$ cat src/rtl/dcache_pkg.sv
package dcache_pkg;

	// Byte address and data word on both the processor and the bus side.
	typedef logic [31:0] addr_t;
	typedef logic [31:0] word_t;

	// Entry layout is data in [63:32], word address in [31:2], flags in [1:0].
	typedef logic [63:0] entry_t;

	localparam int ENTRY_VALID_BIT = 0;
	localparam int ENTRY_DIRTY_BIT = 1;

	// Builds one stored entry from its fields.
	function automatic entry_t make_entry(word_t data, addr_t address, logic dirty,
			logic valid);
		entry_t entry;
		entry = {data, address[31:2], 2'b00};
		entry[ENTRY_DIRTY_BIT] = dirty;
		entry[ENTRY_VALID_BIT] = valid;
		return entry;
	endfunction

endpackage

$ cat src/rtl/dcache_bank.sv
`timescale 1ns/100ps

module dcache_bank #(
	parameter int INDEX_BITS = 4,
	parameter int NUM_BANKS  = 4
) (
	input  logic               i_clock,
	input  logic               i_reset,

	// Processor side, one request at a time.
	input  logic               i_request,
	input  logic               i_rw,
	input  logic               i_flush,
	input  logic               i_cacheable,
	input  dcache_pkg::addr_t  i_address,
	input  dcache_pkg::word_t  i_wdata,
	output logic               o_ready,
	output dcache_pkg::word_t  o_rdata,

	// Memory bus side, through the arbiter.
	output logic               o_bus_request,
	output logic               o_bus_rw,
	output dcache_pkg::addr_t  o_bus_address,
	output dcache_pkg::word_t  o_bus_wdata,
	input  logic               i_bus_ready,
	input  dcache_pkg::word_t  i_bus_rdata
);

	import dcache_pkg::*;

	localparam int BANK_BITS = $clog2(NUM_BANKS);
	localparam int INDEX_LSB = 2 + BANK_BITS;

	typedef logic [INDEX_BITS-1:0] index_t;
	typedef logic [INDEX_BITS:0] count_t;

	typedef enum logic [3:0] {
		S_INITIALIZE,
		S_IDLE,
		S_FLUSH_SETUP,
		S_FLUSH_CHECK,
		S_FLUSH_WRITE,
		S_PASS_THROUGH,
		S_WRITE_SETUP,
		S_WRITE_WAIT,
		S_READ_SETUP,
		S_READ_WB_WAIT,
		S_READ_BUS_WAIT
	} state_t;

	state_t state, next_state;
	count_t flush_index, next_flush_index;

	logic   ram_write;
	index_t ram_index;
	entry_t ram_wentry;
	entry_t ram_rentry;

	index_t request_index;
	logic   entry_valid;
	logic   entry_dirty;
	addr_t  entry_address;
	word_t  entry_data;
	logic   entry_match;

	dcache_line_ram #(
		.INDEX_BITS (INDEX_BITS)
	) u_line_ram (
		.i_clock  (i_clock),
		.i_write  (ram_write),
		.i_index  (ram_index),
		.i_wentry (ram_wentry),
		.o_rentry (ram_rentry)
	);

	assign request_index = i_address[INDEX_LSB +: INDEX_BITS];
	assign entry_valid   = ram_rentry[ENTRY_VALID_BIT];
	assign entry_dirty   = ram_rentry[ENTRY_DIRTY_BIT];
	assign entry_address = {ram_rentry[31:2], 2'b00};
	assign entry_data    = ram_rentry[63:32];
	assign entry_match   = entry_valid && (ram_rentry[31:2] == i_address[31:2]);

	always_ff @(posedge i_clock) begin
		if (i_reset) begin
			state       <= S_INITIALIZE;
			flush_index <= '0;
		end else begin
			state       <= next_state;
			flush_index <= next_flush_index;
		end
	end

	always_comb begin
		next_state       = state;
		next_flush_index = flush_index;
		o_ready          = 1'b0;
		o_rdata          = '0;
		o_bus_request    = 1'b0;
		o_bus_rw         = 1'b0;
		o_bus_address    = '0;
		o_bus_wdata      = '0;
		ram_write        = 1'b0;
		ram_index        = request_index;
		ram_wentry       = '0;

		case (state)
			// ======================================================================
			// Clear every entry after reset.
			// ======================================================================
			S_INITIALIZE: begin
				ram_index = flush_index[INDEX_BITS-1:0];
				if (!flush_index[INDEX_BITS]) begin
					ram_write        = 1'b1;
					ram_wentry       = make_entry('0, '0, 1'b0, 1'b0);
					next_flush_index = flush_index + 1'b1;
				end else begin
					next_flush_index = '0;
					next_state       = S_IDLE;
				end
			end

			S_IDLE: begin
				if (i_request) begin
					if (i_flush) begin
						next_flush_index = '0;
						next_state       = S_FLUSH_SETUP;
					end else if (i_cacheable) begin
						next_state = i_rw ? S_WRITE_SETUP : S_READ_SETUP;
					end else begin
						o_bus_request = 1'b1;
						o_bus_rw      = i_rw;
						o_bus_address = i_address;
						o_bus_wdata   = i_wdata;
						next_state    = S_PASS_THROUGH;
					end
				end
			end

			// ======================================================================
			// Flush walks every index and writes dirty entries back.
			// ======================================================================
			S_FLUSH_SETUP: begin
				ram_index = flush_index[INDEX_BITS-1:0];
				if (!flush_index[INDEX_BITS]) begin
					next_state = S_FLUSH_CHECK;
				end else begin
					o_ready    = 1'b1;
					next_state = S_IDLE;
				end
			end

			S_FLUSH_CHECK: begin
				ram_index = flush_index[INDEX_BITS-1:0];
				if (entry_dirty) begin
					o_bus_request = 1'b1;
					o_bus_rw      = 1'b1;
					o_bus_address = entry_address;
					o_bus_wdata   = entry_data;
					next_state    = S_FLUSH_WRITE;
				end else begin
					next_flush_index = flush_index + 1'b1;
					next_state       = S_FLUSH_SETUP;
				end
			end

			S_FLUSH_WRITE: begin
				ram_index     = flush_index[INDEX_BITS-1:0];
				o_bus_request = 1'b1;
				o_bus_rw      = 1'b1;
				o_bus_address = entry_address;
				o_bus_wdata   = entry_data;
				if (i_bus_ready) begin
					// Keep the entry, now clean.
					ram_write        = 1'b1;
					ram_wentry       = make_entry(entry_data, entry_address, 1'b0, 1'b1);
					next_flush_index = flush_index + 1'b1;
					next_state       = S_FLUSH_SETUP;
				end
			end

			// Uncacheable access goes straight to the bus.
			S_PASS_THROUGH: begin
				o_bus_request = i_request;
				o_bus_rw      = i_rw;
				o_bus_address = i_address;
				o_bus_wdata   = i_wdata;
				o_rdata       = i_bus_rdata;
				o_ready       = i_bus_ready;
				if (!i_request) begin
					next_state = S_IDLE;
				end
			end

			// ======================================================================
			// Write, with write-back of a dirty victim.
			// ======================================================================
			S_WRITE_SETUP: begin
				if (entry_dirty && !entry_match) begin
					o_bus_request = 1'b1;
					o_bus_rw      = 1'b1;
					o_bus_address = entry_address;
					o_bus_wdata   = entry_data;
					next_state    = S_WRITE_WAIT;
				end else begin
					ram_write  = 1'b1;
					ram_wentry = make_entry(i_wdata, i_address, 1'b1, 1'b1);
					o_ready    = 1'b1;
					next_state = S_IDLE;
				end
			end

			S_WRITE_WAIT: begin
				o_bus_request = 1'b1;
				o_bus_rw      = 1'b1;
				o_bus_address = entry_address;
				o_bus_wdata   = entry_data;
				if (i_bus_ready) begin
					ram_write  = 1'b1;
					ram_wentry = make_entry(i_wdata, i_address, 1'b1, 1'b1);
					o_ready    = 1'b1;
					next_state = S_IDLE;
				end
			end

			// ======================================================================
			// Read, hit from the RAM or refill from the bus.
			// ======================================================================
			S_READ_SETUP: begin
				o_rdata = entry_data;
				if (entry_match) begin
					o_ready    = 1'b1;
					next_state = S_IDLE;
				end else if (entry_dirty) begin
					o_bus_request = 1'b1;
					o_bus_rw      = 1'b1;
					o_bus_address = entry_address;
					o_bus_wdata   = entry_data;
					next_state    = S_READ_WB_WAIT;
				end else begin
					o_bus_request = 1'b1;
					o_bus_address = i_address;
					next_state    = S_READ_BUS_WAIT;
				end
			end

			// Request stays high into the refill, so the grant is kept.
			S_READ_WB_WAIT: begin
				o_bus_request = 1'b1;
				o_bus_rw      = 1'b1;
				o_bus_address = entry_address;
				o_bus_wdata   = entry_data;
				if (i_bus_ready) begin
					next_state = S_READ_BUS_WAIT;
				end
			end

			S_READ_BUS_WAIT: begin
				o_bus_request = 1'b1;
				o_bus_address = i_address;
				o_rdata       = i_bus_rdata;
				if (i_bus_ready) begin
					ram_write  = 1'b1;
					ram_wentry = make_entry(i_bus_rdata, i_address, 1'b0, 1'b1);
					o_ready    = 1'b1;
					next_state = S_IDLE;
				end
			end

			default: begin
				next_state = S_IDLE;
			end
		endcase
	end

	// Bus stays quiet while the entries are being cleared.
	assert property (@(posedge i_clock) disable iff (i_reset)
		(state == S_INITIALIZE) |-> !o_bus_request);

	// Ready only answers a request that is still held.
	assert property (@(posedge i_clock) disable iff (i_reset)
		o_ready |-> i_request);

endmodule

$ cat src/rtl/dcache_bus_arbiter.sv
`timescale 1ns/100ps

module dcache_bus_arbiter #(
	parameter int NUM_BANKS = 4
) (
	input  logic                  i_clock,
	input  logic                  i_reset,

	input  logic [NUM_BANKS-1:0]  i_bank_bus_request,
	input  logic [NUM_BANKS-1:0]  i_bank_bus_rw,
	input  dcache_pkg::addr_t     i_bank_bus_address [NUM_BANKS],
	input  dcache_pkg::word_t     i_bank_bus_wdata [NUM_BANKS],
	output logic [NUM_BANKS-1:0]  o_bank_bus_ready,

	output logic                  o_bus_request,
	output logic                  o_bus_rw,
	output dcache_pkg::addr_t     o_bus_address,
	output dcache_pkg::word_t     o_bus_wdata,
	input  logic                  i_bus_ready
);

	localparam int GRANT_BITS = (NUM_BANKS > 1) ? $clog2(NUM_BANKS) : 1;

	typedef logic [GRANT_BITS-1:0] grant_t;

	grant_t grant;
	grant_t pick;
	logic   busy;

	// Next requester after the last owner; nearest one wins.
	// The last owner itself comes last.
	always_comb begin
		pick = grant;
		for (int k = NUM_BANKS; k >= 1; k--) begin
			if (i_bank_bus_request[(grant + k) % NUM_BANKS]) begin
				pick = grant_t'((grant + k) % NUM_BANKS);
			end
		end
	end

	always_ff @(posedge i_clock) begin
		if (i_reset) begin
			grant <= '0;
			busy  <= 1'b0;
		end else if (!busy || !i_bank_bus_request[grant]) begin
			busy <= |i_bank_bus_request;
			if (|i_bank_bus_request) begin
				grant <= pick;
			end
		end
	end

	assign o_bus_request = busy && i_bank_bus_request[grant];
	assign o_bus_rw      = i_bank_bus_rw[grant];
	assign o_bus_address = i_bank_bus_address[grant];
	assign o_bus_wdata   = i_bank_bus_wdata[grant];

	always_comb begin
		o_bank_bus_ready        = '0;
		o_bank_bus_ready[grant] = o_bus_request && i_bus_ready;
	end

	assert property (@(posedge i_clock) disable iff (i_reset)
		$onehot0(o_bank_bus_ready));

endmodule

$ cat src/rtl/dcache_dispatch.sv
`timescale 1ns/100ps

module dcache_dispatch #(
	parameter int NUM_BANKS = 4
) (
	input  logic                  i_clock,
	input  logic                  i_reset,

	input  logic                  i_request,
	input  logic                  i_flush,
	input  logic                  i_cacheable,
	input  dcache_pkg::addr_t     i_address,
	output logic                  o_ready,
	output dcache_pkg::word_t     o_rdata,

	output logic [NUM_BANKS-1:0]  o_bank_request,
	output logic [NUM_BANKS-1:0]  o_bank_flush,
	output logic [NUM_BANKS-1:0]  o_bank_cacheable,
	input  logic [NUM_BANKS-1:0]  i_bank_ready,
	input  dcache_pkg::word_t     i_bank_rdata [NUM_BANKS]
);

	import dcache_pkg::*;

	localparam int SEL_BITS = (NUM_BANKS > 1) ? $clog2(NUM_BANKS) : 1;

	typedef logic [SEL_BITS-1:0] bank_sel_t;

	bank_sel_t            bank_sel;
	logic [NUM_BANKS-1:0] bank_onehot;
	logic [NUM_BANKS-1:0] flush_done;

	// Word-address bits just above the byte offset pick the bank.
	assign bank_sel = i_cacheable ? bank_sel_t'((i_address >> 2) & (NUM_BANKS - 1)) : '0;

	always_comb begin
		bank_onehot           = '0;
		bank_onehot[bank_sel] = 1'b1;
	end

	// A bank that has finished its flush is released until the request drops.
	assign o_bank_request   = {NUM_BANKS{i_request}} &
		(i_flush ? ~flush_done : bank_onehot);
	assign o_bank_flush     = {NUM_BANKS{i_flush}} & ~flush_done;
	assign o_bank_cacheable = {NUM_BANKS{i_cacheable}} & bank_onehot;

	assign o_ready = i_flush ? (i_request && (&(flush_done | i_bank_ready)))
		: i_bank_ready[bank_sel];
	assign o_rdata = i_bank_rdata[bank_sel];

	always_ff @(posedge i_clock) begin
		if (i_reset || !i_request) begin
			flush_done <= '0;
		end else if (i_flush) begin
			flush_done <= flush_done | i_bank_ready;
		end
	end

	assert property (@(posedge i_clock) disable iff (i_reset)
		!i_flush |-> $onehot0(o_bank_request));

endmodule

$ cat src/rtl/dcache_line_ram.sv
`timescale 1ns/100ps

module dcache_line_ram #(
	parameter int INDEX_BITS = 4
) (
	input  logic                    i_clock,
	input  logic                    i_write,
	input  logic [INDEX_BITS-1:0]   i_index,
	input  dcache_pkg::entry_t      i_wentry,
	output dcache_pkg::entry_t      o_rentry
);

	import dcache_pkg::*;

	localparam int DEPTH = 1 << INDEX_BITS;

	entry_t mem [DEPTH];

	// Read data is always one cycle behind the index.
	// A write returns the old entry in the same cycle.
	always_ff @(posedge i_clock) begin
		if (i_write) begin
			mem[i_index] <= i_wentry;
		end
		o_rentry <= mem[i_index];
	end

endmodule

$ cat src/rtl/dcache_top.sv
`timescale 1ns/100ps

module dcache_top #(
	parameter int NUM_BANKS  = 4,
	parameter int INDEX_BITS = 4
) (
	input  logic               i_clock,
	input  logic               i_reset,

	// Processor load/store port.
	input  logic               i_request,
	input  logic               i_rw,
	input  logic               i_flush,
	input  logic               i_cacheable,
	input  dcache_pkg::addr_t  i_address,
	input  dcache_pkg::word_t  i_wdata,
	output logic               o_ready,
	output dcache_pkg::word_t  o_rdata,

	// Shared memory bus.
	output logic               o_bus_request,
	output logic               o_bus_rw,
	output dcache_pkg::addr_t  o_bus_address,
	output dcache_pkg::word_t  o_bus_wdata,
	input  logic               i_bus_ready,
	input  dcache_pkg::word_t  i_bus_rdata
);

	import dcache_pkg::*;

	logic [NUM_BANKS-1:0] bank_request;
	logic [NUM_BANKS-1:0] bank_flush;
	logic [NUM_BANKS-1:0] bank_cacheable;
	logic [NUM_BANKS-1:0] bank_ready;
	word_t                bank_rdata [NUM_BANKS];

	logic [NUM_BANKS-1:0] bank_bus_request;
	logic [NUM_BANKS-1:0] bank_bus_rw;
	addr_t                bank_bus_address [NUM_BANKS];
	word_t                bank_bus_wdata [NUM_BANKS];
	logic [NUM_BANKS-1:0] bank_bus_ready;

	dcache_dispatch #(
		.NUM_BANKS (NUM_BANKS)
	) u_dispatch (
		.i_clock          (i_clock),
		.i_reset          (i_reset),
		.i_request        (i_request),
		.i_flush          (i_flush),
		.i_cacheable      (i_cacheable),
		.i_address        (i_address),
		.o_ready          (o_ready),
		.o_rdata          (o_rdata),
		.o_bank_request   (bank_request),
		.o_bank_flush     (bank_flush),
		.o_bank_cacheable (bank_cacheable),
		.i_bank_ready     (bank_ready),
		.i_bank_rdata     (bank_rdata)
	);

	for (genvar b = 0; b < NUM_BANKS; b++) begin : g_bank
		dcache_bank #(
			.INDEX_BITS (INDEX_BITS),
			.NUM_BANKS  (NUM_BANKS)
		) u_bank (
			.i_clock       (i_clock),
			.i_reset       (i_reset),
			.i_request     (bank_request[b]),
			.i_rw          (i_rw),
			.i_flush       (bank_flush[b]),
			.i_cacheable   (bank_cacheable[b]),
			.i_address     (i_address),
			.i_wdata       (i_wdata),
			.o_ready       (bank_ready[b]),
			.o_rdata       (bank_rdata[b]),
			.o_bus_request (bank_bus_request[b]),
			.o_bus_rw      (bank_bus_rw[b]),
			.o_bus_address (bank_bus_address[b]),
			.o_bus_wdata   (bank_bus_wdata[b]),
			.i_bus_ready   (bank_bus_ready[b]),
			.i_bus_rdata   (i_bus_rdata)
		);
	end

	dcache_bus_arbiter #(
		.NUM_BANKS (NUM_BANKS)
	) u_bus_arbiter (
		.i_clock            (i_clock),
		.i_reset            (i_reset),
		.i_bank_bus_request (bank_bus_request),
		.i_bank_bus_rw      (bank_bus_rw),
		.i_bank_bus_address (bank_bus_address),
		.i_bank_bus_wdata   (bank_bus_wdata),
		.o_bank_bus_ready   (bank_bus_ready),
		.o_bus_request      (o_bus_request),
		.o_bus_rw           (o_bus_rw),
		.o_bus_address      (o_bus_address),
		.o_bus_wdata        (o_bus_wdata),
		.i_bus_ready        (i_bus_ready)
	);

endmodule
$ cat config.mk
export PLATFORM = sky130hd
export DESIGN_NAME = dcache_top
export DESIGN_NICKNAME = d
export VERILOG_FILES = /design/src/rtl/dcache_pkg.sv /design/src/rtl/dcache_bank.sv /design/src/rtl/dcache_bus_arbiter.sv /design/src/rtl/dcache_dispatch.sv /design/src/rtl/dcache_line_ram.sv /design/src/rtl/dcache_top.sv
export SDC_FILE = /design/constraint.sdc
export NUM_CORES = 2
export LEC_CHECK = 0
export BUFFER_PORTS_ARGS = -buffer_cell sky130_fd_sc_hd__buf_2
export CORE_MARGIN = 3
export CORE_UTILIZATION = 35
export DETAILED_ROUTE_END_ITERATION = 16
export PLACE_DENSITY_LB_ADDON = 0.25
export SLEW_MARGIN = 5
export SYNTH_ARGS = -nofsm -noshare
export SYNTH_HDL_FRONTEND = slang
export SYNTH_HIERARCHICAL = 1
export SYNTH_SLANG_ARGS = --single-unit
$ cat constraint.sdc
create_clock -name i_clock -period 8 [get_ports i_clock]
set_input_delay 0.4 -clock i_clock [delete_from_list [all_inputs] [get_ports i_clock]]
set_output_delay 0.4 -clock i_clock [all_outputs]
set_load 0.03 [all_outputs]
==> qor.csv <==
metric;value;unit
status;finished clean;
Post-DRT Antenna Nets;0;
largest area contributor in the netlist;edfxtp_1;
total wire length;617000;um
Clock Tree Root;clkbuf_16;
yosys warns;6;
crit path max fanout;8;
Post-DP HPWL;366000;um
Crit. End Element;output port;
DRC violations left;0;
Final Util;40.5;%
final hold viol count;0;
most used cell, CP;o31ai_1;
share of layout cells above drive strength 1;25.8;%
Final Cycle Share;96.1;%
part of the Yosys area used for sequential elements;73.9;%
Die X;712;um
Post-synth EDFFs;4096;
Net Count, Synth;8854;
Core Area;495000;um^2
clk slew on worst S/H paths;60;ps
initial antenna violation count;121;
Starting Density;35.3;%
top cell type's share of synthesized area;70.5;%
CTS buffer count;444;
worst r2r path cells;16;
Peak VDD IR;0.396;mV
largest net degree at the start of global routing;147;
Psw;19300;uW
Clock Power Share;32.5;%
gpl congestion;0.962;
Synth Flop Type;edfxtp_1;
Max Clock Skew;71.0;ps
CP Data Required Time;7600;ps
Hold Buf Count CTS;4;
top cells by count, synth;4096 x edfxtp_1, 1092 x mux4_2, 612 x a22oi_1, 466 x a22o_1, 328 x nand2_1;
Synth cell types;76;
Leak;0.0675;uW
Final TNS setup;0;ps
GRT overflow;0;
Mapped Area;175000;um^2
critical path's largest stage delay;1170;ps
Final nets;9254;
I/O Pins;202;
# setup viols final;0;
top-count cell post-synth;edfxtp_1;
Worst-Margin Slew;1380;ps
power density cells;322;nW/um^2
WL per Instance;37.9;um
WS Path Type;reg -> out;
Rows;258;
Critical Path Slowest Stage Cell;o311ai_0;
drt first pass iters;7;
CP Launch Type;register;
Fmax;130;MHz
Final Max Slew Viols;0;
Layout area overhead;14.8;%
number of synthesized register bits;4395;
depth of the CTS H-tree;5;
number of clock sinks;4395;
crit-path cells;xnor2_1, nand4_1, nor4_2, a21oi_2, buf_4, nor2_1, o31ai_1, mux4_2, nand2_2, inv_1, and3_1, mux2i_1, o311ai_0, o22ai_1, o31ai_1, o31a_1, buf_2;
vias in the first global route;95800;
Worst-Skew Late Latency;1010;ps
Via density;6.06;
Tot GR Track Use;23.7;%
Mapped Avg Cell Area;20.0;um^2
Comb pwr share;20.9;%
final instance area;200000;um^2
first-pass GRT wire length;831000;um
Post-synth ARST share;0;%
register share of total power;46.6;%
Die Ht;712;um
Clock Path Buffers;4;
# Post-CTS Setup Buffers;0;
I/O Buffers;201;
switch share;30.0;%
detailed-route via count;98800;
WHS Path Cells;2;
TritonCTS clock tree;yes;
Min-Delay Path Class;in -> reg;
Die Area;507000;um^2
synthesized netlist cell count;8739;
Resized cells post-CTS;0;
Worst slew margin;6.71;%
P_int;45200;uW
DP Area;185000;um^2
Arrival @ worst endpoint;7290;ps
Tmin final;7690;ps
largest cells by area after synthesis;edfxtp_1 70%, mux4_2 14%, dfxtp_1 3.4%, a22oi_1 2.6%, a22o_1 2.3%;
DR iter-0 viols;14200;
MaxCap Viol Count;0;
RSZ-0062 raised after global routing;false;
critical path: cells and delay by family, from the launching register on:
kind                      cells  cell delay (ps)
AOI/OAI and AO/OA             6             3320
buffers and inverters         3              820
and+or+nand+nor               5              720
DFF                           1              670
muxes                         2              540
xor gates and xnor gates      1              160
path summary, 6_finish.rpt:
path                                                                 to  slack, ps                               startpoint
worst max-delay path                                            o_ready        310  g_bank[3].u_bank/u_line_ram/o_rentry[3]
worst min register to register                 u_dispatch/flush_done[2]        530                 u_dispatch/flush_done[2]
worst max register to register  g_bank[2].u_bank/u_line_ram/mem[14][32]       1390  g_bank[3].u_bank/u_line_ram/o_rentry[3]
worst min-delay path             g_bank[0].u_bank/u_line_ram/mem[5][28]        290                            i_address[28]
cell families after synthesis:
group	Yosys count	share of synthesized area [%]
DFF	4395	73.9
AOI/OAI and AO/OA	1578	6.98
muxes	1152	14.5
and+or+nand+nor	763	2.07
buffers and inverters	703	1.79
xor gates and xnor gates	136	0.682
adders and majority gates	12	0.0860
cell type report:
cell class | instances | area, um^2
multi-input cells | 3641 | 43400
clock buffers | 634 | 12600
fillers | 43700 | 295000
well taps | 6630 | 8300
inverters | 126 | 473
repair buffers | 531 | 4170
diodes | 139 | 348
flip-flops and latches | 4395 | 129000
clock inverters | 203 | 2180
power by group through the flow:
| stage | Sequential (uW) | Clock, uW | Combinational (uW) |
|---|---|---|---|
| 2_1_floorplan | 28900 | 0 | 8930 |
| 3_5_place_dp | 30400 | 0 | 13500 |
| 6_report | 30100 | 20900 | 13500 |
| 5_1_grt | 30100 | 22200 | 14200 |
| 3_3_place_gp | 30300 | 0 | 13500 |
| 4_1_cts | 30000 | 21300 | 13600 |
layer usage:
layer	vias up	wire [um]	global-route usage [%]
met5	-	431	0.179
met4	48	36600	13.1
met3	1307	67800	6.86
met2	6097	275000	34.9
met1	53400	237000	31.5
li1	37900	-	-
through the flow:
stage | total power (uW) | setup slack (ps) | cells | hold slack (ps)
floorplan | 37900 | 59.6 | 8739 | 459
global placement | 43800 | 1230 | 15300 | 502
detailed placement | 43900 | 1080 | 15300 | 501
CTS | 64800 | 651 | 16200 | 205
global route | 66500 | 279 | 16200 | 273
finish | 64500 | 313 | 16300 | 287
cell usage in the layout, fill, tap and decap left out, drive strengths merged, types with 9 or more instances in the layout:
master,instances
edfxtp,4096
mux4,1092
clkbuf,634
a22oi,612
buf,527
a22o,466
nand2,329
dfxtp,299
clkinv,145
diode,139
inv,137
o21ai,137
nor2,134
xnor2,133
a32o,93
a21oi,70
nand4,54
nor3,50
mux2,49
o22ai,45
a21o,41
bufinv,36
nand2b,36
nor2b,36
nand3,32
o31ai,16
and2,16
ha,12
clkinvlp,11
a211oi,11
mux2i,11
nor4,11
and3,11
nand3b,10
o211ai,9
nor3b,9
or3,9
flip-flops by register name, indices dropped and copies added, names as in the netlist:
name                               count
g_bank.u_bank/flush_index             20
g_bank.u_bank/u_line_ram/mem        4096
u_dispatch/flush_done                  4
u_bus_arbiter/grant                    2
g_bank.u_bank/u_line_ram/o_rentry    256
u_bus_arbiter/busy                     1
g_bank.u_bank/state                   16
Note: power is estimated with default switching activity, not from simulation.
